<file path="src/sync_pkg.sv">
package sync_pkg;

    // bus geometry
    localparam int PHASES    = 16;
    localparam int SAMPLE_W  = 16;
    localparam int CORR_W    = 32;
    localparam int LANE_W    = 4;
    localparam int FCYC_W    = 8;
    localparam int ADDR_W    = 12;
    // flags that must all be high for one detection
    localparam int PD_WINDOW = 16;

    // one register per compare layer
    localparam int TREE_LAT     = 4;
    // frame cycles allowed to carry the timing peak
    localparam int SEARCH_FIRST = 4;
    localparam int SEARCH_LAST  = 28;
    // twelve symbols of 64 + 16 samples
    localparam int DATA_SAMPLES = 960;
    // sample path delay, covers search plus boundary computation
    localparam int DATA_DELAY   = 40;

    typedef struct packed {
        logic signed [SAMPLE_W-1:0] re;
        logic signed [SAMPLE_W-1:0] im;
    } sample_t;

    // lane 0 is the earliest sample of the clock
    typedef sample_t [PHASES-1:0] lanes_t;

    // unsigned cross-correlation magnitudes, one per lane
    typedef logic [PHASES-1:0][CORR_W-1:0] corr_t;

    typedef struct packed {
        logic [CORR_W-1:0] value;
        logic [LANE_W-1:0] lane;
        logic [FCYC_W-1:0] stamp;
    } peak_t;

    // in_frame kept at bit 0, the flag position cleared by delay_line reset
    typedef struct packed {
        lanes_t            samples;
        logic [FCYC_W-1:0] fcyc;
        logic              in_frame;
    } tagged_t;

    // inclusive sample addresses of the data region
    typedef struct packed {
        logic [ADDR_W-1:0] data_start;
        logic [ADDR_W-1:0] data_end;
        logic              valid;
    } bounds_t;

endpackage

</file>
<file path="src/data_gate.sv">
module data_gate (
    input  logic                        clk_i,
    input  logic                        rst_i,
    input  sync_pkg::tagged_t           tagged_i,
    input  sync_pkg::bounds_t           bounds_i,
    output sync_pkg::lanes_t            data_o,
    output logic [sync_pkg::PHASES-1:0] valid_o
);

    logic [sync_pkg::PHASES-1:0] hit;

    genvar k;
    for (k = 0; k < sync_pkg::PHASES; k++) begin : g_lane
        logic [sync_pkg::ADDR_W-1:0] addr;

        // address of lane k within the frame
        assign addr = sync_pkg::ADDR_W'(tagged_i.fcyc) * sync_pkg::ADDR_W'(sync_pkg::PHASES)
                    + sync_pkg::ADDR_W'(k);

        // inclusive on both ends
        assign hit[k] = tagged_i.in_frame && bounds_i.valid
                     && (addr >= bounds_i.data_start)
                     && (addr <= bounds_i.data_end);
    end

    // registered valid mask
    always_ff @(posedge clk_i) begin
        if (rst_i) begin
            valid_o <= '0;
        end else begin
            valid_o <= hit;
        end
    end

    // samples pass untouched, lanes stay in place
    always_ff @(posedge clk_i) begin
        data_o <= tagged_i.samples;
    end

endmodule

</file>
<file path="config.mk">
export PLATFORM = sky130hd
export DESIGN_NAME = data_gate
export DESIGN_NICKNAME = d
export VERILOG_FILES = /design/src/sync_pkg.sv /design/src/data_gate.sv
export SDC_FILE = /design/constraint.sdc
export NUM_CORES = 1
export LEC_CHECK = 0
export ABC_AREA = 1
export BUFFER_PORTS_ARGS = -buffer_cell sky130_fd_sc_hd__buf_2
export CELL_PAD_IN_SITES_DETAIL_PLACEMENT = 1
export CELL_PAD_IN_SITES_GLOBAL_PLACEMENT = 2
export CORE_AREA = 3 3 412 414
export CTS_BUF_LIST = sky130_fd_sc_hd__clkbuf_4 sky130_fd_sc_hd__clkbuf_8 sky130_fd_sc_hd__clkbuf_16
export DETAILED_ROUTE_END_ITERATION = 6
export DIE_AREA = 0 0 415 417
export PLACE_DENSITY = 0.37
export SLEW_MARGIN = 10
export SYNTH_ARGS = -nofsm -noshare
export SYNTH_HDL_FRONTEND = slang
export SYNTH_SLANG_ARGS = --single-unit
</file>
<file path="constraint.sdc">
create_clock -name clk_i -period 2.3 [get_ports clk_i]
set_clock_uncertainty 0.05 [all_clocks]
set_input_delay 0.23 -clock clk_i [delete_from_list [all_inputs] [get_ports clk_i]]
set_output_delay 0.23 -clock clk_i [all_outputs]
set_load 0.02 [all_outputs]
</file>
==> metrics.cfg <==
[floorplan]
core_sq_um=167000
ios=1076
row_count=150
start_util_pct=7.13
die_h_um=417
die_w_um=415
die-area_sq_um=173000

[placement]
dp_hpwl_um=97700
port_buffers=1075
place_inst=4065
gp_congestion=0.776

[sta]
rsz0062_at_grt=no
tightest_slew_ns=0.587
slew_violations=0
fin_hold_ws_ns=0.117
fmax_mhz=492
finalCriticalPeriod_ns=2.03
fin_crit_sh_pct=88.4
max_slew_margin_pct=60.8
setup_viol_count_final=0
final_hold_viol_count=0
fin_tns_setup_ns=0

[power_and_ir_drop]
leakagePower_nw=13.0
ir_drop_mv=0.440
power_density_nw_per_um2=906
finalPower_mw=25.4

[global_routing]
grt_usage_pct=12.5
grt_max_degree=17
grt_pass1_wl_um=141000
antenna_found_initial=117
grt_pass1_vias=13734
grt_overflow=0

[yosys]
synthesis.area_sq_um=11900
yosysTopAreaCell=dfxtp_1
syn_nets=1358
synth_warnings=0
synth_top_area_share_pct=88.9
avgSynthCellArea_sq_um=15.0
yosys-top-cells-area=dfxtp_1 (89%), nand2_1 (2.4%), ha_1 (1.9%)
synth_cell_type_count=23
yosysSeqAreaShare_pct=88.9
ys_ff_latch=528
synth_cells=792

[setup_path]
crit_path_end=valid_o[1]
path_class=input port to register
crit_required_ns=2.83
crit_path_end_kind=register
cp_data_arrival_time_ns=2.56
worstPathMaxFanout=3
crit_path_start=bounds_i[16]
cp-start-kind=input port

[status]
status=finished clean

[route]
via_count=12472
dr.first_iter.drc_count=321
wl_um=112000
ant_nets=0
wl_per_cell_um=23.3
drc=0
drt_pass1_iterations=4
via_per_inst=2.60

[cells_and_area]
fin_cells=4790
final_common_cell=buf_2
fin_util_pct=16.8
drive_gt1_share_pct=48.5
fillers=19389
area_growth_pct=136
multi_input_area_sq_um=1090
final_cell_mix=buf_2 (1075), dfxtp_1 (528), dlygate4sd3_1 (526), clkbuf_16 (77), nand2_1 (76)
finalNetCount=3031
regArea_sq_um=10600

[cts]
cts_num_sinks=528
cts_tree=built
htree_levels=3
path_clk_slew_ns=0.05
cts_setup_buffers=0
root_buffer=clkbuf_16
cts_buffers=76
clockBufferDepth=3

[min_path]
min_path_type=input port to register

[run]
drv_cap=0

==> area by class of cell <==
class                      instances  share of cell area (%)
multi-input combinational        213                    3.88
clock inverter                    36                    1.85
clock buffer                     101                    7.71
antenna                           62                   0.553
sequential                       528                    37.7
timing repair buffer            1602                    37.9
inverter                          44                   0.588
tap                             2204                    9.82
==> worst max-delay path: stages <==
cell	delay, ns
dlygate4sd3_1	0.57
buf_2	0.15
nor2_1	0.17
dlygate4sd3_1	0.58
nand2_1	0.05
dlygate4sd3_1	0.55
nor2_1	0.11
nor2_1	0.06
nor2_1	0.10
==> sequential cells by signal (all words and copies together) (netlist names) <==
name and count:
valid_o 16, data_o 512
==> timing repair <==
item | CTS | global route
gates resized for setup | 0 | 0
endpoints found under the hold margin | 528 | 0
hold buffers | 526 | 0
==> cells in the mapped netlist (all sizes together) <==
library cell	n
and2	1
nand2	80
a21oi	13
dfxtp	528
nand3b	1
nor3	3
ha	18
nand4	6
clkbuf	1
a21o	2
nand3	23
o21ai	9
buf	6
nor2	57
inv	44
==> power breakdown <==
part / total [mW] / leakage (nW) / internal (mW) / switching (mW)
clock network: 12.6 / 1.33 / 7.71 / 4.89
registers: 9.78 / 4.45 / 9.64 / 0.137
logic: 3.04 / 7.21 / 1.30 / 1.74
total: 25.4 / 13.0 / 18.6 / 6.77
==> cell families after synthesis <==
| family | synth area share [%] |
|---|---|
| adder cells (fa/ha/maj) | 1.89 |
| AND/OR/NAND/NOR | 6.21 |
| buffers and inverters | 1.89 |
| flip-flops | 88.9 |
| AO/OA/AOI/OAI | 1.06 |
==> per-stage QoR <==
step | area [sq um] | worst slack (ns)
4_1_cts | 27900 | 0.341
5_1_grt | 28000 | 0.185
2_1_floorplan | 11900 | 0.853
6_report | 28100 | 0.267
3_3_place_gp | 20000 | 0.190
3_5_place_dp | 20000 | 0.180
==> routing by layer <==
layer	vias to the layer above	wire length (um)	share of wire (%)	GRT usage [%]
li1	5937	-	-	-
met1	5665	41900	38	13.2
met2	634	54400	49	21.4
met3	180	10400	9.3	5.59
met4	56	4680	4.2	5.41
met5	-	350	0.31	0
==> how the worst min path moves through the flow <==
stage / to / cells after the start / slack (ns) / startpoint
CTS: data_o[383] / 2 / 0.04 / tagged_i[392]
detailed placement: data_o[134] / 1 / 0.28 / tagged_i[143]
finish: valid_o[3] / 5 / 0.12 / bounds_i[2]
global placement: data_o[51] / 1 / 0.28 / tagged_i[60]
floorplan: data_o[0] / 0 / 0.21 / tagged_i[9]
global route: data_o[383] / 2 / 0.08 / tagged_i[392]
No activity file was read; power rests on OpenSTA's default activity.
