==> src/sync_pkg.sv <==
package sync_pkg;

    // bus geometry
    localparam int PHASES    = 16;
    localparam int SAMPLE_W  = 16;
    localparam int CORR_W    = 32;
    localparam int LANE_W    = 4;
    localparam int FCYC_W    = 8;
    localparam int ADDR_W    = 12;
    // flags that must all be high for one detection
    localparam int PD_WINDOW = 16;

    // one register per compare layer
    localparam int TREE_LAT     = 4;
    // frame cycles allowed to carry the timing peak
    localparam int SEARCH_FIRST = 4;
    localparam int SEARCH_LAST  = 28;
    // twelve symbols of 64 + 16 samples
    localparam int DATA_SAMPLES = 960;
    // sample path delay, covers search plus boundary computation
    localparam int DATA_DELAY   = 40;

    typedef struct packed {
        logic signed [SAMPLE_W-1:0] re;
        logic signed [SAMPLE_W-1:0] im;
    } sample_t;

    // lane 0 is the earliest sample of the clock
    typedef sample_t [PHASES-1:0] lanes_t;

    // unsigned cross-correlation magnitudes, one per lane
    typedef logic [PHASES-1:0][CORR_W-1:0] corr_t;

    typedef struct packed {
        logic [CORR_W-1:0] value;
        logic [LANE_W-1:0] lane;
        logic [FCYC_W-1:0] stamp;
    } peak_t;

    // in_frame kept at bit 0, the flag position cleared by delay_line reset
    typedef struct packed {
        lanes_t            samples;
        logic [FCYC_W-1:0] fcyc;
        logic              in_frame;
    } tagged_t;

    // inclusive sample addresses of the data region
    typedef struct packed {
        logic [ADDR_W-1:0] data_start;
        logic [ADDR_W-1:0] data_end;
        logic              valid;
    } bounds_t;

endpackage

==> src/frame_ctrl.sv <==
module frame_ctrl (
    input  logic                        clk_i,
    input  logic                        rst_i,
    input  logic                        det_i,
    input  sync_pkg::peak_t             best_i,
    input  logic                        seen_i,
    output logic [sync_pkg::FCYC_W-1:0] fcyc_o,
    output logic                        in_frame_o,
    output sync_pkg::bounds_t           bounds_o
);

    typedef enum logic [1:0] {
        IDLE,
        SEARCH,
        ADDRESS,
        EXTRACT
    } state_t;

    state_t                      state_q;
    logic [sync_pkg::FCYC_W-1:0] cnt_q;
    logic [sync_pkg::ADDR_W-1:0] start_q;
    logic [sync_pkg::ADDR_W-1:0] end_q;
    logic                        valid_q;
    logic [sync_pkg::ADDR_W-1:0] peak_addr;
    logic [sync_pkg::ADDR_W-1:0] last_cyc;

    // sample address of the timing peak
    assign peak_addr = sync_pkg::ADDR_W'(best_i.stamp) * sync_pkg::ADDR_W'(sync_pkg::PHASES)
                     + sync_pkg::ADDR_W'(best_i.lane);

    // last data cycle plus the trip through delay line and output register
    assign last_cyc = end_q / sync_pkg::ADDR_W'(sync_pkg::PHASES)
                    + sync_pkg::ADDR_W'(sync_pkg::DATA_DELAY + 1);

    always_ff @(posedge clk_i) begin
        if (rst_i) begin
            state_q <= IDLE;
            cnt_q   <= '0;
            valid_q <= 1'b0;
        end else begin
            case (state_q)
                IDLE: begin
                    // strobe cycle carries frame cycle 1, counter follows the bus
                    if (det_i) begin
                        state_q <= SEARCH;
                        cnt_q   <= sync_pkg::FCYC_W'(2);
                    end
                end
                SEARCH: begin
                    cnt_q <= cnt_q + 1'b1;
                    // last in-window stamp has cleared tree and tracker
                    if (cnt_q == sync_pkg::FCYC_W'(sync_pkg::SEARCH_LAST
                                                   + sync_pkg::TREE_LAT + 1)) begin
                        state_q <= ADDRESS;
                    end
                end
                ADDRESS: begin
                    cnt_q   <= cnt_q + 1'b1;
                    // no candidate means no data region
                    valid_q <= seen_i;
                    state_q <= EXTRACT;
                end
                default: begin
                    cnt_q <= cnt_q + 1'b1;
                    // data region fully out, drop bounds and rearm
                    if (sync_pkg::ADDR_W'(cnt_q) >= last_cyc) begin
                        state_q <= IDLE;
                        cnt_q   <= '0;
                        valid_q <= 1'b0;
                    end
                end
            endcase
        end
    end

    // boundary values, only meaningful while valid_q is set
    always_ff @(posedge clk_i) begin
        if (state_q == ADDRESS) begin
            start_q <= peak_addr + 1'b1;
            end_q   <= peak_addr + sync_pkg::ADDR_W'(sync_pkg::DATA_SAMPLES);
        end
    end

    // strobes while busy never reach the counter
    assign fcyc_o     = cnt_q;
    assign in_frame_o = (state_q != IDLE);
    assign bounds_o   = '{data_start: start_q, data_end: end_q, valid: valid_q};

endmodule

==> config.mk <==
export PLATFORM = sky130hd
export DESIGN_NAME = frame_ctrl
export DESIGN_NICKNAME = d
export VERILOG_FILES = /design/src/sync_pkg.sv /design/src/frame_ctrl.sv
export SDC_FILE = /design/constraint.sdc
export NUM_CORES = 1
export LEC_CHECK = 0
export BUFFER_PORTS_ARGS = -buffer_cell sky130_fd_sc_hd__buf_2
export CORE_MARGIN = 2
export CORE_UTILIZATION = 43
export CTS_CLUSTER_DIAMETER = 150
export DETAILED_ROUTE_END_ITERATION = 7
export GPL_TIMING_DRIVEN = 0
export PLACE_DENSITY = 0.82
export RECOVER_POWER = 25
export SLEW_MARGIN = 30
export SYNTH_ARGS = -nofsm -noshare
export SYNTH_HDL_FRONTEND = slang
export SYNTH_SLANG_ARGS = --single-unit
==> constraint.sdc <==
create_clock -name clk_i -period 2.8 [get_ports clk_i]
set_input_delay 0.84 -clock clk_i [delete_from_list [all_inputs] [get_ports clk_i]]
set_output_delay 0.84 -clock clk_i [all_outputs]
set_load 0.1 [all_outputs]
==> flow_summary.yaml <==
sta:
  setup_ws_ns: 0.1011
  hold_violations: 0
  worst_pin_slew_ns: 0.6343
  fin_worst_skew_ns: 0.006653
  setup_violations: 0
  rsz0062_at_grt: "true"
  fmax_mhz: 370.5
  fin_crit_ns: 2.699
  maxSlewViolCount: 0
  min_period_over_period_pct: 96.39
  timing.hold.ws_ns: 0.4784
  slew_headroom_pct: 57.72
die:
  coreArea_um2: 4384
  io_pins: 82
  start_util_pct: 44.81
  die_area_um2: 5125
  rows: 24
  die_y_um: 71.59
  dieWidth_um: 71.59
yosys:
  avgSynthCellArea_um2: 10.73
  synth_seq_cells: 35
  ys_seq_area_share_pct: 47.90
  synth.top_cell.area_share_pct: 36.69
  yosysTopAreaCell: "edfxtp_1"
  syn_inst: 183
  synth.area.top_cells: "edfxtp_1 37%, ha_1 11%, dfxtp_1 11%"
  synth_area_um2: 1964
  synth_edf_count: 24
  synth_ff_type: "edfxtp_1"
  postSynthNetCount: 249
  synthDistinctLibCells: 39
  synth_warnings: 0
  async_flop_share_pct: 0
pwr:
  ir_drop_mv: 0.4492
  power_density_nw_per_um2: 975.0
  p_leak_nw: 1.006
routing:
  wl_per_cell_um: 13.31
  num_vias: 1476
  highest_layer: "met4"
  wl_met1_um: 1685
  routed_wl_um: 3846
  via_per_inst: 5.107
  first_pass_iters: 4
  drc: 0
  drt_iter0_markers: 94
  met2RoutedLength_um: 1823
  wl_met3_um: 277
  ant_nets: 0
layout:
  area_delta_synth_final_pct: 19.62
  mostFrequentLayoutCell: "buf_2"
  design_area_um2: 2350
  post-route-util_pct: 53.60
  fill_cells: 409
  final_cell_mix: "40 x buf_2, 24 x edfxtp_1, 17 x inv_1"
  multiInputGateArea_um2: 953.4
  final_cells: 289
  nets: 302
  antenna_cells: 0
  regArea_um2: 940.9
  layout-drive-gt1-share_pct: 27.00
placement:
  io_buffer_count: 46
  placed_area_um2: 2271
  dp_hpwl_um: 2907
  dp.cells: 281
  place_ws_ns: 0.04541
  gp_congestion: 0.8712
clock_network:
  clk_latency_ns: 0.30
  cts_buffer_depth: 2
  path_clk_slew_ns: 0.08
  numCtsBuffers: 5
  tritoncts: "done"
  htreeDepth: 2
  ctsHoldBuffers: 0
  cts.sinks: 35
  root_buffer: "clkbuf_8"
  postCtsSetupBuffers: 0
worst_setup_path:
  crit_chain: "and3_4 -> o21ai_2 -> a21boi_1 -> xnor2_1 -> ha_1 -> and3_4 -> nand3_2 -> o21ai_2 -> a21oi_2 -> a211oi_2 -> mux2_4"
  path_max_fanout: 4
  slowest_stage: "edfxtp_1"
  crit_type: "register to register"
  cp-end-kind: "register"
  cp_top_family: "compound AO/OA/AOI/OAI gates"
  crit_buf_inv: 0
  required_ns: 2.99
  max_stage_delay_ns: 0.45
  startpoint_type: "register"
  arrival_ns: 2.89
global_route:
  grt_pass1_wl_um: 6444
  grt_antenna_before_repair: 0
  grt_pass1_vias: 1398
  grt_use_total_pct: 16.31
  grt_overflow: 0
  grt_max_degree: 28
hold_path:
  hp-class: "register to register"
flow_run:
  maxCapViolCount: 0
status:
  outcome: "complete, no violations"
[where the power goes]
group | internal [W] | switching [W]
Combinational | 0.000253 | 0.000933
Sequential | 0.000668 | 0.0000647
Clock | 0.000174 | 0.000198
Total | 0.00110 | 0.00120
[through the flow]
| step | total power, W | TNS, ns |
|---|---|---|
| after CTS | 0.002306 | 0 |
| after floorplan | 0.001731 | -3.070 |
| after detailed placement | 0.001926 | 0 |
| final | 0.002291 | 0 |
| after global routing | 0.002404 | -0.1699 |
| after global placement | 0.001901 | 0 |
[worst min-delay path, stage by stage, from the launching register on]
cell     delay [ns]
dfxtp_1        0.32
o31ai_1        0.06
a21oi_1        0.06
[routing by layer]
metal | vias to the layer above | GRT usage [%]
met2 | 41 | 26.75
met5 | - | 0
met3 | 6 | 5.767
li1 | 746 | -
met4 | 0 | 5.660
met1 | 683 | 19.96
[sequential cells by signal (all words and copies together), names as in the netlist]
name	cells
state_q	2
end_q	12
valid_q	1
start_q	12
fcyc_o	8
[cell usage after synthesis (2+ instances only)]
cell type / instances
a21oi_2: 2
xnor2_1: 15
o21ai_2: 2
inv_1: 17
a21oi_1: 5
xor2_1: 8
edfxtp_1: 24
nand4_1: 2
a211oi_1: 2
o31ai_1: 3
dfxtp_1: 11
a21o_2: 2
nand2_1: 14
nor3_1: 6
o21ai_0: 3
and3_1: 3
a21o_1: 2
nor2_1: 14
clkbuf_1: 2
ha_1: 18
a31oi_1: 3
nand3_1: 8
[worst paths after layout]
path	endpoint	slack [ns]	startpoint	cells after the start
setup / recovery	state_q[0]$_SDFFE_PP0P_	0.10	end_q[6]$_DFFE_PN_	11
hold / removal	valid_q$_SDFFE_PP0P_	0.48	valid_q$_SDFFE_PP0P_	2
setup reg to reg	state_q[0]$_SDFFE_PP0P_	0.10	end_q[6]$_DFFE_PN_	11
hold reg to reg	valid_q$_SDFFE_PP0P_	0.48	valid_q$_SDFFE_PP0P_	2
[what timing repair did]
action                     CTS  global route
hold endpoints to repair     0             0
resized for setup            0             1
setup endpoints to repair    0             8
[cell families (layout without fill, tap and decap cells)]
kind of cell             after synthesis  in the layout  synth area share, %
XOR/XNOR                              23             23                10.26
buffers and inverters                 21             75                4.267
flip-flops                            35             35                47.90
AND/OR/NAND/NOR                       54             54                13.38
AO/OA/AOI/OAI                         30             30                11.46
multiplexers                           2              2                1.274
adder cells (fa/ha/maj)               18             18                11.47
[layout make-up]
cell class	instances	share of cell area [%]
Buffer	4	0.8520
Clock inverter	2	0.5325
Sequential cell	35	40.04
Tap cell	52	2.769
Multi-Input combinational cell	127	40.58
Clock buffer	6	3.088
Timing Repair Buffer	46	9.425
Inverter	17	2.716
No activity file was read; power rests on OpenSTA's default activity.
