$ cat src/sync_pkg.sv
package sync_pkg;

    // bus geometry
    localparam int PHASES    = 16;
    localparam int SAMPLE_W  = 16;
    localparam int CORR_W    = 32;
    localparam int LANE_W    = 4;
    localparam int FCYC_W    = 8;
    localparam int ADDR_W    = 12;
    // flags that must all be high for one detection
    localparam int PD_WINDOW = 16;

    // one register per compare layer
    localparam int TREE_LAT     = 4;
    // frame cycles allowed to carry the timing peak
    localparam int SEARCH_FIRST = 4;
    localparam int SEARCH_LAST  = 28;
    // twelve symbols of 64 + 16 samples
    localparam int DATA_SAMPLES = 960;
    // sample path delay, covers search plus boundary computation
    localparam int DATA_DELAY   = 40;

    typedef struct packed {
        logic signed [SAMPLE_W-1:0] re;
        logic signed [SAMPLE_W-1:0] im;
    } sample_t;

    // lane 0 is the earliest sample of the clock
    typedef sample_t [PHASES-1:0] lanes_t;

    // unsigned cross-correlation magnitudes, one per lane
    typedef logic [PHASES-1:0][CORR_W-1:0] corr_t;

    typedef struct packed {
        logic [CORR_W-1:0] value;
        logic [LANE_W-1:0] lane;
        logic [FCYC_W-1:0] stamp;
    } peak_t;

    // in_frame kept at bit 0, the flag position cleared by delay_line reset
    typedef struct packed {
        lanes_t            samples;
        logic [FCYC_W-1:0] fcyc;
        logic              in_frame;
    } tagged_t;

    // inclusive sample addresses of the data region
    typedef struct packed {
        logic [ADDR_W-1:0] data_start;
        logic [ADDR_W-1:0] data_end;
        logic              valid;
    } bounds_t;

endpackage

$ cat src/delay_line.sv
module delay_line #(
    parameter type payload_t = logic,
    parameter int  DEPTH     = 2
) (
    input  logic     clk_i,
    input  logic     rst_i,
    input  payload_t d_i,
    output payload_t q_o
);

    payload_t stage_q [DEPTH];

    always_ff @(posedge clk_i) begin
        // plain shift of the whole payload
        stage_q[0] <= d_i;
        for (int i = 1; i < DEPTH; i++) begin
            stage_q[i] <= stage_q[i-1];
        end
        // flag bit lives at bit 0, only that bit is flushed
        if (rst_i) begin
            for (int i = 0; i < DEPTH; i++) begin
                stage_q[i][0] <= 1'b0;
            end
        end
    end

    assign q_o = stage_q[DEPTH-1];

endmodule

$ cat src/peak_tree.sv
module peak_tree (
    input  logic                        clk_i,
    input  logic                        rst_i,
    input  sync_pkg::corr_t             corr_i,
    input  logic [sync_pkg::FCYC_W-1:0] fcyc_i,
    output sync_pkg::peak_t             peak_o
);

    // stamp rides beside the tree, same latency
    logic [sync_pkg::FCYC_W-1:0] stamp_dly;

    delay_line #(
        .payload_t(logic [sync_pkg::FCYC_W-1:0]),
        .DEPTH    (sync_pkg::TREE_LAT)
    ) u_stamp_dly (
        .clk_i(clk_i),
        .rst_i(rst_i),
        .d_i  (fcyc_i),
        .q_o  (stamp_dly)
    );

    // layer l halves the candidates, one register per layer
    genvar l, n;
    for (l = 0; l < sync_pkg::TREE_LAT; l++) begin : g_lvl
        for (n = 0; n < (sync_pkg::PHASES >> (l + 1)); n++) begin : g_node
            // a = lower lanes, b = upper lanes
            logic [sync_pkg::CORR_W-1:0] val_a;
            logic [sync_pkg::CORR_W-1:0] val_b;
            logic [sync_pkg::LANE_W-1:0] lane_a;
            logic [sync_pkg::LANE_W-1:0] lane_b;
            logic [sync_pkg::CORR_W-1:0] val_q;
            logic [sync_pkg::LANE_W-1:0] lane_q;

            if (l == 0) begin : g_leaf
                assign val_a  = corr_i[2*n];
                assign val_b  = corr_i[2*n+1];
                assign lane_a = sync_pkg::LANE_W'(2*n);
                assign lane_b = sync_pkg::LANE_W'(2*n+1);
            end else begin : g_inner
                assign val_a  = g_lvl[l-1].g_node[2*n].val_q;
                assign val_b  = g_lvl[l-1].g_node[2*n+1].val_q;
                assign lane_a = g_lvl[l-1].g_node[2*n].lane_q;
                assign lane_b = g_lvl[l-1].g_node[2*n+1].lane_q;
            end

            // strict compare, so a tie keeps the lower lane
            always_ff @(posedge clk_i) begin
                if (val_b > val_a) begin
                    val_q  <= val_b;
                    lane_q <= lane_b;
                end else begin
                    val_q  <= val_a;
                    lane_q <= lane_a;
                end
            end
        end
    end

    assign peak_o = '{
        value: g_lvl[sync_pkg::TREE_LAT-1].g_node[0].val_q,
        lane:  g_lvl[sync_pkg::TREE_LAT-1].g_node[0].lane_q,
        stamp: stamp_dly
    };

endmodule

$ cat config.mk
export PLATFORM = sky130hd
export DESIGN_NAME = peak_tree
export DESIGN_NICKNAME = d
export VERILOG_FILES = /design/src/sync_pkg.sv /design/src/delay_line.sv /design/src/peak_tree.sv
export SDC_FILE = /design/constraint.sdc
export NUM_CORES = 1
export LEC_CHECK = 0
export BUFFER_PORTS_ARGS = -buffer_cell sky130_fd_sc_hd__buf_2
export CELL_PAD_IN_SITES_DETAIL_PLACEMENT = 0
export CELL_PAD_IN_SITES_GLOBAL_PLACEMENT = 1
export CORE_AREA = 2 2 292 236
export CTS_BUF_LIST = sky130_fd_sc_hd__clkbuf_16
export DETAILED_ROUTE_END_ITERATION = 6
export DIE_AREA = 0 0 294 238
export GPL_TIMING_DRIVEN = 0
export HOLD_SLACK_MARGIN = 0.08
export PLACE_DENSITY_LB_ADDON = 0.1
export SLEW_MARGIN = 20
export SYNTH_ARGS = -nofsm -noshare
export SYNTH_HDL_FRONTEND = slang
export SYNTH_SLANG_ARGS = --single-unit
$ cat constraint.sdc
create_clock -name clk_i -period 3.2 [get_ports clk_i]
set_input_delay 0.8 -clock clk_i [delete_from_list [all_inputs] [get_ports clk_i]]
set_output_delay 0.8 -clock clk_i [all_outputs]
set_load 0.01 [all_outputs]
==> impl_metrics.py <==
metrics = {
    "clock_tree": {
        "cts_buffers": 55,
        "tritoncts": "done",
        "cts_setup_buffers": 0,
        "clockBufferDepth": 3,
        "post_cts_resized": 0,
        "clk_pin_slew_ns": 0.06,
        "ctsHoldBuffers": 0,
        "htreeDepth": 2,
        "clock-sinks": 538,
        "insertion_delay_ns": 0.60,
        "root_buffer": "clkbuf_16",
    },
    "floorplanning": {
        "die_x_um": 294,
        "initial_core_util_pct": 43.8,
        "io_pins": 566,
        "dieArea_um2": 70000,
        "fp.dieH_um": 238,
        "core_um2": 66900,
        "row_count": 85,
    },
    "logic_synthesis": {
        "ys_async_sr_fraction_pct": 0,
        "synth-adder-area-share_pct": 20.5,
        "synth.area.mux_share_pct": 19.6,
        "synth_area_um2": 29300,
        "yosysTopAreaCell": "dfxtp_1",
        "ys_top_cells_by_area": "dfxtp_1 37%, ha_1 20%, mux2_2 16%, inv_1 6.4%, a21oi_1 3.9%",
        "synth_ff_type": "dfxtp_1",
        "yosysMostFrequentCell": "dfxtp_1",
        "synthCells": 2819,
        "synth_edf_count": 0,
        "synth_xor_area_share_pct": 0,
        "ys_warn_count": 0,
        "synth_commonest_cells": "538 x dfxtp_1, 499 x inv_1, 480 x ha_1",
        "synth.avg_cell_area_um2": 10.4,
        "synth_compound_area_share_pct": 8.56,
        "seq_area_frac_synth_pct": 36.7,
        "syn_nets": 3821,
        "synth_cell_types": 33,
        "synth_top_cell_area_share_pct": 36.7,
        "synth.ff_latch_count": 538,
        "synth_top_family_by_area": "adder cells",
        "synthSimpleGateAreaFrac_pct": 6.39,
    },
    "flow_run": {
        "cap_viol_max_count": 0,
    },
    "global_routing": {
        "antenna_found_initial": 16,
        "grt_overflow": 0,
        "track_usage_pct": 23.7,
        "grt_pass1_vias": 23000,
        "grt_pass1_wl_um": 128000,
        "grt_max_degree": 15,
    },
    "place": {
        "dp_slack_ns": -0.285,
        "dpl.hpwl_um": 71600,
        "place.gp.congestion": 0.888,
        "portBuffers": 565,
    },
    "critical_path": {
        "path_class": "in2reg",
        "worst_setup_path_end_kind": "register",
        "arrival_ns": 3.32,
        "cpLargestDelayFamily": "simple AND/OR/NAND/NOR gates",
        "startpoint_type": "primary input",
        "max_stage_delay_ns": 0.43,
        "crit_chain": "buf_2 -> inv_1 -> ha_1 -> nand4_1 -> nor3_1 -> and4_1 -> nand3b_1 -> a2bb2oi_2 -> buf_6 -> mux2_2",
        "regToRegStartpoint": "g_lvl[0].g_node[2].val_q[15]",
        "cp.required_ns": 3.67,
        "startpoint": "corr_i[271]",
        "path_max_fanout": 10,
        "critPathBufInv": 3,
        "crit_path_top_delay_cell": "nor3_1",
    },
    "drt": {
        "drtIter0Drc": 813,
        "wl_um": 83700,
        "drc": 0,
        "wl_per_cell_um": 19.2,
        "drt_pass1_iterations": 5,
        "vias_per_cell": 5.03,
        "antenna_left": 0,
        "vias": 21900,
    },
    "finish": {
        "drive_above_1_share_pct": 34.9,
        "synthToLayoutAreaGrowth_pct": 19.7,
        "final_nets": 4443,
        "fin_util_pct": 52.4,
    },
    "status": {
        "status": "finished clean",
    },
    "pwr": {
        "leakage_nw": 17.8,
        "ir_drop_v": 0.000397,
        "powerDensity_nw_per_um2": 697,
    },
    "timing": {
        "maxSlewHeadroom_pct": 51.2,
        "rsz0062_at_grt": "false",
        "worstMarginPinSlew_ns": 0.725,
        "clock_skew_ns": 0.0173,
        "timing.fmax_mhz": 351,
        "setup_slack_ns": 0.347,
        "drv_slew": 0,
        "finalHoldViolCount": 0,
        "finalSetupViolCount": 0,
        "min_period_over_period_pct": 89.2,
        "min_period_ns": 2.85,
    },
    "min_path": {
        "min_from": "fcyc_i[4]",
        "hold_class": "in2reg",
    },
}
final timing paths:
check / to / slack [ns] / depth (start not counted)
setup / recovery: g_lvl[0].g_node[4].val_q[26] / 0.35 / 10
setup reg to reg: g_lvl[1].g_node[1].val_q[27] / 0.36 / 9
hold reg to reg: u_stamp_dly.stage_q[0][30] / 0.33 / 0
hold / removal: u_stamp_dly.stage_q[0][4] / 0.31 / 1
per-layer routing:
metal  global-route usage [%]  up-vias  share of wire [%]
li1                         -    11100                  -
met3                     4.42      100                5.5
met2                     36.6      489                 42
met4                     4.93        4                1.7
met5                        0        -              0.032
met1                     34.2    10200                 51
cells in the final DEF (no fill, tap or decap), types with 17 or more instances in the layout:
master,n
dfxtp_1,538
nand2_1,95
buf_2,565
ha_1,480
mux2_4,58
a21o_1,26
buf_6,36
nor4_1,30
inv_1,511
buf_4,17
o21ai_0,81
nand4_1,115
clkbuf_16,56
mux2_2,426
nor2b_1,19
a21oi_1,231
nand3_1,27
nor3_1,27
through the flow:
step	total power, mW	setup TNS [ns]	hold WS, ns	instances	instance area [um^2]
2_1_floorplan	14.9	0	0.310	2819	29300
3_3_place_gp	18.0	-15.94	0.310	4254	33200
3_5_place_dp	18.1	-21.24	0.312	4254	33200
4_1_cts	24.7	0	0.256	4354	35100
5_1_grt	26.0	0	0.269	4359	35100
6_report	24.4	0	0.305	4363	35100
final cells by class:
class / instances / area (um^2)
Fill cell: 6061 / 31800
Multi-Input combinational cell: 1729 / 16100
Sequential cell: 538 / 10800
Timing Repair Buffer: 565 / 2830
Inverter: 499 / 1870
Clock buffer: 56 / 1400
Tap cell: 870 / 1090
Buffer: 53 / 533
Clock inverter: 44 / 422
Antenna cell: 9 / 22.5
flip-flops by register name (all words and copies together), names as in the netlist:
name and cells:
u_stamp_dly.stage_q 32, g_lvl.g_node.val_q 480, g_lvl.g_node.lane_q 26
logic make-up (layout without fill, tap and decap cells):
logic type      count (synthesis)  count (layout)
compound gates                411             411
fa+ha+maj                     480             480
buf+inv                       552            1217
flops                         538             538
mux                           491             491
other cells                     0               9
simple gates                  347             347
where the power goes:
part	switching, mW	leakage, nW	internal [mW]
registers	0.972	4.54	8.36
logic	4.36	12.3	4.27
clock network	2.66	0.933	3.81
(Power assumes the default switching activity.)
