==> src/sync_pkg.sv <==
package sync_pkg;

    // bus geometry
    localparam int PHASES    = 16;
    localparam int SAMPLE_W  = 16;
    localparam int CORR_W    = 32;
    localparam int LANE_W    = 4;
    localparam int FCYC_W    = 8;
    localparam int ADDR_W    = 12;
    // flags that must all be high for one detection
    localparam int PD_WINDOW = 16;

    // one register per compare layer
    localparam int TREE_LAT     = 4;
    // frame cycles allowed to carry the timing peak
    localparam int SEARCH_FIRST = 4;
    localparam int SEARCH_LAST  = 28;
    // twelve symbols of 64 + 16 samples
    localparam int DATA_SAMPLES = 960;
    // sample path delay, covers search plus boundary computation
    localparam int DATA_DELAY   = 40;

    typedef struct packed {
        logic signed [SAMPLE_W-1:0] re;
        logic signed [SAMPLE_W-1:0] im;
    } sample_t;

    // lane 0 is the earliest sample of the clock
    typedef sample_t [PHASES-1:0] lanes_t;

    // unsigned cross-correlation magnitudes, one per lane
    typedef logic [PHASES-1:0][CORR_W-1:0] corr_t;

    typedef struct packed {
        logic [CORR_W-1:0] value;
        logic [LANE_W-1:0] lane;
        logic [FCYC_W-1:0] stamp;
    } peak_t;

    // in_frame kept at bit 0, the flag position cleared by delay_line reset
    typedef struct packed {
        lanes_t            samples;
        logic [FCYC_W-1:0] fcyc;
        logic              in_frame;
    } tagged_t;

    // inclusive sample addresses of the data region
    typedef struct packed {
        logic [ADDR_W-1:0] data_start;
        logic [ADDR_W-1:0] data_end;
        logic              valid;
    } bounds_t;

endpackage

==> src/peak_tracker.sv <==
module peak_tracker (
    input  logic            clk_i,
    input  logic            rst_i,
    input  logic            det_i,
    input  sync_pkg::peak_t peak_i,
    output sync_pkg::peak_t best_o,
    output logic            seen_o
);

    sync_pkg::peak_t best_q;
    logic            seen_q;
    logic            in_win;
    logic            take;

    // only stamps inside the search window are candidates
    assign in_win = (peak_i.stamp >= sync_pkg::FCYC_W'(sync_pkg::SEARCH_FIRST))
                 && (peak_i.stamp <= sync_pkg::FCYC_W'(sync_pkg::SEARCH_LAST));

    // first candidate always taken
    // later ones need a strictly larger value, earlier stamp wins a tie
    assign take = in_win && (!seen_q || (peak_i.value > best_q.value));

    always_ff @(posedge clk_i) begin
        if (rst_i) begin
            seen_q <= 1'b0;
        end else if (det_i) begin
            seen_q <= 1'b0;
        end else if (take) begin
            seen_q <= 1'b1;
        end
    end

    // running best peak, restarts on every detection
    always_ff @(posedge clk_i) begin
        if (det_i) begin
            best_q <= '0;
        end else if (take) begin
            best_q <= peak_i;
        end
    end

    assign best_o = best_q;
    assign seen_o = seen_q;

endmodule

==> config.mk <==
export PLATFORM = sky130hd
export DESIGN_NAME = peak_tracker
export DESIGN_NICKNAME = d
export VERILOG_FILES = /design/src/sync_pkg.sv /design/src/peak_tracker.sv
export SDC_FILE = /design/constraint.sdc
export NUM_CORES = 1
export LEC_CHECK = 0
export ABC_AREA = 1
export BUFFER_PORTS_ARGS = -buffer_cell sky130_fd_sc_hd__buf_2
export CORE_MARGIN = 3
export CORE_UTILIZATION = 40
export CTS_BUF_LIST = sky130_fd_sc_hd__clkbuf_2
export DETAILED_ROUTE_END_ITERATION = 16
export GPL_ROUTABILITY_DRIVEN = 0
export GPL_TIMING_DRIVEN = 0
export PLACE_DENSITY = 0.7
export SYNTH_ARGS = -nofsm -noshare
export SYNTH_HDL_FRONTEND = slang
export SYNTH_SLANG_ARGS = --single-unit
==> constraint.sdc <==
create_clock -name clk_i -period 2.3 [get_ports clk_i]
set_clock_uncertainty 0.15 [all_clocks]
set_input_delay 0.69 -clock clk_i [delete_from_list [all_inputs] [get_ports clk_i]]
set_output_delay 0.69 -clock clk_i [all_outputs]
set_load 0.02 [all_outputs]
==> implementation parameters, run 1 <==
Parameter                              Value

Synth
  Register bit total from synthesis    45
  Combinational family with the most area after synthesis    simple AND/OR/NAND/NOR gates
  Average cell area after synthesis    6.99 um^2
  Ys Warns    0
  Total standard cell area after synthesis    0.00300 mm^2
  Number of nets produced by synthesis    509
  Top area cells in the synthesized netlist    sky130_fd_sc_hd__dfxtp_1, sky130_fd_sc_hd__ha_1, sky130_fd_sc_hd__nand2_1
  Top-area cell type share of the netlist area    0.300
  Synth Area in Simple Gates    0.292
  Number of distinct library cell variants in the gate-level netlist after synthesis    26
  Multiplexer fraction of the synthesized cell area    0
  Parity-gate share of the synthesized area counting xor and xnor cells    0
  Sequential element share of the synthesized area    0.300
  Area share of fa/ha/maj cells after synthesis    0.133
  Synth Instances    430
  Yosys top cell by area    sky130_fd_sc_hd__dfxtp_1
  Compound-Gate Fraction of Synth Area    0.117

Timing
  Final period util    0.955
  Worst hold margin    283 ps
  Final Hold Viols    0
  Setup-violating endpoint count in the final report    0
  Least-Margin Pin Slew    530 ps
  Final-report max-slew violation count    0
  Max transition margin    0.647
  Unrepaired setup endpoints after global routing    true
  Final Critical Period    2200 ps
  Highest Clock Rate    455 MHz

Clocking
  TritonCTS clock tree    yes
  Inserted Clock Buffers    5
  Quantity of hold-fixing buffers added after cts    0
  CTS clk-pin slew, worst paths    230 ps
  Clock Sinks    45
  Latest clock arrival within the worst-skew pair    390 ps
  Max Root-Sink Buffers    2
  CTS Root Cell    sky130_fd_sc_hd__clkbuf_2
  H-Tree Depth    2

Cells and area
  Layout-stage area growth over the synthesis result    39.1%
  Antenna Cells    0
  Final non-filler cell area    0.00418 mm^2
  Count of filler cells inserted in the layout    679
  Filler-free cell count of the finished design    638
  Ratio of cells with drive above 1 in the final layout    0.445
  Nets    621

Global route
  Pin count of the biggest net entering global routing    13
  Total global routing track utilization    0.172
  Total gr overflow    0
  Number of antenna violations at the first check in global routing    0
  Via count of the first global-routing pass    2,796
  Global-route wire length before repair    12.3 mm

Worst hold path
  Worst Hold Endpoint    seen_o
  Hold Path Stages    2
  Class of the most critical hold timing path    primary input to flop
  Hold Path Origin    rst_i

Routing
  Number of detailed-routing iterations run before antenna repair    4
  Antenna-violating nets left    0
  Avg WL per Cell    12.4 um
  Via count    3,019
  Final wirelength    7.92 mm
  Remaining DRCs    0
  Mean number of vias per cell    4.73
  1st-iter DRT viols    74

Setup path
  Worst setup path category    flop to flop
  Crit end category    flop
  Data arrival at the endpoint of the critical path    2360 ps
  Flop-to-flop setup slack    100 ps
  Worst reg2reg path startpoint    best_o[33]
  Critical Path RT    2470 ps
  Highest net fanout along the worst path    7
  Critical register-to-register path endpoint    best_o[12]
  Sort of element at the start of the critical path    flop
  Cells on worst reg2reg path    15

Die
  Die Footprint    0.00859 mm^2
  Starting density of the core    0.428
  Number of I/O pins    92
  Total number of placement rows    30
  Area of the core region    0.00702 mm^2
  Die boundary width    92.7 um
  Height of the die    92.7 um

Job
  Number of max-cap violations    0

Status
  Outcome    complete, no violations

Pwr
  Max VDD drop    0.251 mV
  Power per cell area    405 mW/mm^2
  Static leakage    2.07 nW
  Sum of internal, switching and leakage power    1.69 mW

Placement
  Count of input and output buffers    91
  Number of cells in the design after placement    617
  DP Area    0.00358 mm^2
  Half-perimeter wire length after placement    5.53 mm
==> layout by cell type, fill, tap and decap left out, types with 2 or more instances in the layout <==
master	instances
sky130_fd_sc_hd__a21oi_1	27
sky130_fd_sc_hd__a21oi_2	27
sky130_fd_sc_hd__buf_12	4
sky130_fd_sc_hd__buf_2	98
sky130_fd_sc_hd__buf_4	14
sky130_fd_sc_hd__buf_6	2
sky130_fd_sc_hd__buf_8	2
sky130_fd_sc_hd__clkbuf_1	2
sky130_fd_sc_hd__clkbuf_16	3
sky130_fd_sc_hd__clkbuf_2	6
sky130_fd_sc_hd__clkinv_1	2
sky130_fd_sc_hd__dfxtp_1	20
sky130_fd_sc_hd__dfxtp_2	25
sky130_fd_sc_hd__ha_1	15
sky130_fd_sc_hd__ha_4	17
sky130_fd_sc_hd__inv_1	76
sky130_fd_sc_hd__inv_2	4
sky130_fd_sc_hd__nand2_1	79
sky130_fd_sc_hd__nand2_2	6
sky130_fd_sc_hd__nand3_1	19
sky130_fd_sc_hd__nand3_2	24
sky130_fd_sc_hd__nand4_1	2
sky130_fd_sc_hd__nor2_1	50
sky130_fd_sc_hd__nor2_2	6
sky130_fd_sc_hd__o21ai_1	2
==> cells by family after synthesis <==
logic type / after synthesis
adder cells (fa/ha/maj): 32
AND/OR/NAND/NOR: 189
AO/OA/AOI/OAI: 61
flip-flops: 45
buffers and inverters: 103
==> cell type report <==
type / instances / area (um^2) / area share
inverter: 81 / 304 / 0.0728
timing repair buffer: 105 / 613 / 0.147
sequential: 45 / 932 / 0.223
clock inverter: 1 / 3.75 / 0.000898
multi-input combinational: 282 / 1970 / 0.471
buffer: 22 / 209 / 0.0500
clock buffer: 6 / 30.0 / 0.00719
tap: 96 / 120 / 0.0288
==> stage by stage <==
stage               setup slack, ps  utilization  TNS, ps
finish                          104        0.595        0
global route                  -64.2        0.595    -1100
CTS                            83.7        0.515        0
detailed placement             -297        0.510   -11880
global placement               -260        0.510   -10160
floorplan                      16.8            -        0
==> flip-flops by register name, summed over array words and instances (netlist names) <==
| register | count |
|---|---|
| seen_o | 1 |
| best_o | 44 |
==> synth_stat cells (all sizes together) <==
master  number
nor2        57
inv         80
o31ai        1
a41oi        1
a21oi       54
dfxtp       45
a21o         1
clkinv       1
clkbuf       2
nand3       43
o21ai        3
o21a         1
nand2       86
buf         20
nor3         1
ha          32
nand4        2
==> worst max-delay path: stages, from the launching register on <==
cell and delay (ps):
sky130_fd_sc_hd__dfxtp_2 400, sky130_fd_sc_hd__inv_2 50, sky130_fd_sc_hd__ha_4 270, sky130_fd_sc_hd__nand2_2 50
sky130_fd_sc_hd__nor2_2 120, sky130_fd_sc_hd__nand4_1 150, sky130_fd_sc_hd__nor2_2 150, sky130_fd_sc_hd__nand2_1 60
sky130_fd_sc_hd__nand2_1 70, sky130_fd_sc_hd__nand2_2 70, sky130_fd_sc_hd__nand2_4 100, sky130_fd_sc_hd__buf_12 150
sky130_fd_sc_hd__clkbuf_16 140, sky130_fd_sc_hd__nand3_1 60, sky130_fd_sc_hd__nand2_1 70, sky130_fd_sc_hd__nor2_1 40
==> what timing repair did <==
item	4_1_cts	5_1_grt
endpoints found under the hold margin	0	0
gates resized for setup	0	91
setup endpoints to repair	0	44
setup buffers	0	11
==> layer usage <==
metal | global-route usage | part of all wire
met3 | 0.0301 | 0.046
met1 | 0.226 | 0.46
met5 | 0 | 0
met4 | 0.0366 | 0.0045
met2 | 0.297 | 0.49
==> power breakdown <==
part           switching, mW  leakage [nW]  internal [mW]
Combinational          0.291          1.66          0.228
Sequential            0.0275         0.378          0.822
Clock                  0.252        0.0265         0.0711
Total                  0.570          2.07           1.12
==> worst max-delay path by stage <==
stage / start / to / slack [ps]
finish: best_o[33] / best_o[12] / 100
global placement: peak_i[35] / best_o[14] / -260
global route: best_o[33] / best_o[15] / -60
CTS: best_o[35] / best_o[25] / 80
floorplan: peak_i[19] / best_o[33] / 20
detailed placement: peak_i[23] / best_o[33] / -300
Note: power is estimated with default switching activity, not from simulation.
==> inputs of run 2 (changes only) <==
--- a/config.mk
+++ b/config.mk
@@ -7,7 +7,6 @@
 export LEC_CHECK = 0
 export ABC_AREA = 1
 export BUFFER_PORTS_ARGS = -buffer_cell sky130_fd_sc_hd__buf_2
-export CORE_MARGIN = 3
 export CORE_UTILIZATION = 40
 export CTS_BUF_LIST = sky130_fd_sc_hd__clkbuf_2
 export DETAILED_ROUTE_END_ITERATION = 16
==> run 2 against run 1 <==
  * Worst hold slack worse by 30 ps
  * Clock power increased by 40%
  * Via count is 2.0% lower
  * Power grew 4.7%
  * First-iteration DRC count is 39% lower
  * Wire length fell by 7.5%
  * Non-clock buffer count fell by 6
  * Flip-flop and latch count is the same
  * Critical path depth did not move
  * Largest power group unchanged
==> implementation parameters, run 2 (synthesis results as in run 1) <==
Parameter                              Value

Status
  Outcome    complete, no violations

Timing
  Unrepaired setup endpoints after global routing    true
  Final-report max-slew violation count    0
  Final Critical Period    2180 ps
  Setup-violating endpoint count in the final report    0
  Final setup TNS    0 ps
  Final period util    0.948
  Least-Margin Pin Slew    481 ps
  Final WS setup    120 ps
  Highest Clock Rate    459 MHz
  Final Hold Viols    0
  Worst hold margin    252 ps
  Max transition margin    0.679

Die
  Number of I/O pins    92
  Area of the core region    0.00725 mm^2
  Total number of placement rows    31
  Die Footprint    0.00786 mm^2
  Starting density of the core    0.414
  Height of the die    88.7 um
  Die boundary width    88.7 um

Routing
  Final wirelength    7.33 mm
  1st-iter DRT viols    45
  Total length of routed met2 wires    3.47 mm
  Met3 WL    318 um
  Mean number of vias per cell    4.65
  Remaining DRCs    0
  Antenna-violating nets left    0
  Highest metal used    met4
  Number of detailed-routing iterations run before antenna repair    5
  Avg WL per Cell    11.5 um
  WL met1    3.46 mm
  Via count    2,959

Setup path
  Cell-by-cell listing of the critical path    inv_1 -> ha_1 -> nand2_1 -> nor2_2 -> nand4_1 -> nor2_2 -> nand2_1 -> nand2_1 -> nand2_1 -> nand2_2 -> buf_8 -> clkbuf_16 -> nand3_2 -> nand2_1 -> nor2_1
  Buf+Inv Stages, Crit Path    3
  Delay-heaviest family, CP    simple AND/OR/NAND/NOR gates
  Worst stage delay on the critical path    410 ps
  Crit end category    flop
  Flop-to-flop setup slack    120 ps
  Cell with the largest stage delay on the worst path    sky130_fd_sc_hd__dfxtp_2
  Worst setup path category    flop to flop
  Worst reg2reg path startpoint    best_o[34]
  Sort of element at the start of the critical path    flop
  Data arrival at the endpoint of the critical path    2360 ps
  Critical register-to-register path endpoint    best_o[32]
  Cells on worst reg2reg path    15
  Most prevalent standard cell on the critical path    sky130_fd_sc_hd__nand2_1
  Highest net fanout along the worst path    6
  Critical Path RT    2480 ps

Worst hold path
  Worst Hold Endpoint    seen_o
  Hold Path Stages    2
  Hold Path Origin    rst_i
  Class of the most critical hold timing path    primary input to flop

Cells and area
  Filler-free cell count of the finished design    636
  Layout Utilization    0.547
  Nets    615
  Number of flip-flops in the largest register    44
  Final non-filler cell area    0.00397 mm^2
  Most common cell after layout, fill and taps aside    sky130_fd_sc_hd__buf_2
  Layout-stage area growth over the synthesis result    32.2%
  Antenna Cells    0
  Ratio of cells with drive above 1 in the final layout    0.389
  Commonest cells after routing, fill and taps aside    sky130_fd_sc_hd__buf_2, sky130_fd_sc_hd__nand2_1, sky130_fd_sc_hd__inv_1

Clocking
  Quantity of hold-fixing buffers added after cts    0
  CTS Root Cell    sky130_fd_sc_hd__clkbuf_2
  TritonCTS clock tree    yes
  H-Tree Depth    2
  CTS clk-pin slew, worst paths    220 ps
  Latest clock arrival within the worst-skew pair    420 ps
  Inserted Clock Buffers    5
  Clock Sinks    45
  Max Root-Sink Buffers    2

Global route
  Pin count of the biggest net entering global routing    14
  Number of antenna violations at the first check in global routing    0
  Global-route wire length before repair    11.4 mm
  Total global routing track utilization    0.184
  Total gr overflow    0
  Via count of the first global-routing pass    2,670

Placement
  DP Area    0.00358 mm^2
  Count of input and output buffers    91
  Half-perimeter wire length after placement    5.31 mm
  Dpl ws    -302 ps
  Number of cells in the design after placement    620

Job
  Number of max-cap violations    0

Pwr
  Max VDD drop    0.249 mV
  Sum of internal, switching and leakage power    1.77 mW
  Static leakage    2.00 nW
  Power per cell area    446 mW/mm^2
-- run 2: per-layer routing --
metal / up-vias / global-route usage
li1: 1551 / -
met1: 1322 / 0.232
met2: 78 / 0.317
met3: 8 / 0.0373
met4: 0 / 0.0557
met5: - / 0
-- run 2: layout make-up --
| type | count | area (um^2) |
|---|---|---|
| Buffer | 22 | 194 |
| Clock buffer | 6 | 30.0 |
| Clock inverter | 2 | 33.8 |
| Fill cell | 748 | 3280 |
| Inverter | 81 | 304 |
| Multi-Input combinational cell | 282 | 1800 |
| Sequential cell | 45 | 930 |
| Tap cell | 99 | 124 |
| Timing Repair Buffer | 99 | 551 |
-- run 2: worst max-delay path by stage --
stage	slack, ps	end	start	cells past startpoint
finish	120	best_o[32]	best_o[34]	15
global route	-40	best_o[10]	best_o[33]	15
CTS	70	best_o[32]	best_o[34]	15
detailed placement	-300	best_o[32]	peak_i[31]	14
global placement	-270	best_o[14]	peak_i[35]	15
floorplan	20	best_o[33]	peak_i[19]	14
-- run 2: worst reg2reg max path: cells and delay by family (launching register included) --
kind                     cells  cell delay, ps
buffers and inverters        3             380
AND/OR/NAND/NOR             11             900
adder cells (fa/ha/maj)      1             270
flip-flops                   1             410
-- run 2: what timing repair did --
item | CTS | global route
gates resized for setup | 0 | 58
setup endpoints to repair | 0 | 40
hold endpoints to repair | 0 | 0
setup buffers | 0 | 6
-- run 2: power by group --
part	total, mW	internal [mW]	switching [mW]
logic	0.470	0.203	0.267
clock network	0.452	0.185	0.267
registers	0.849	0.822	0.0268
total	1.77	1.21	0.561
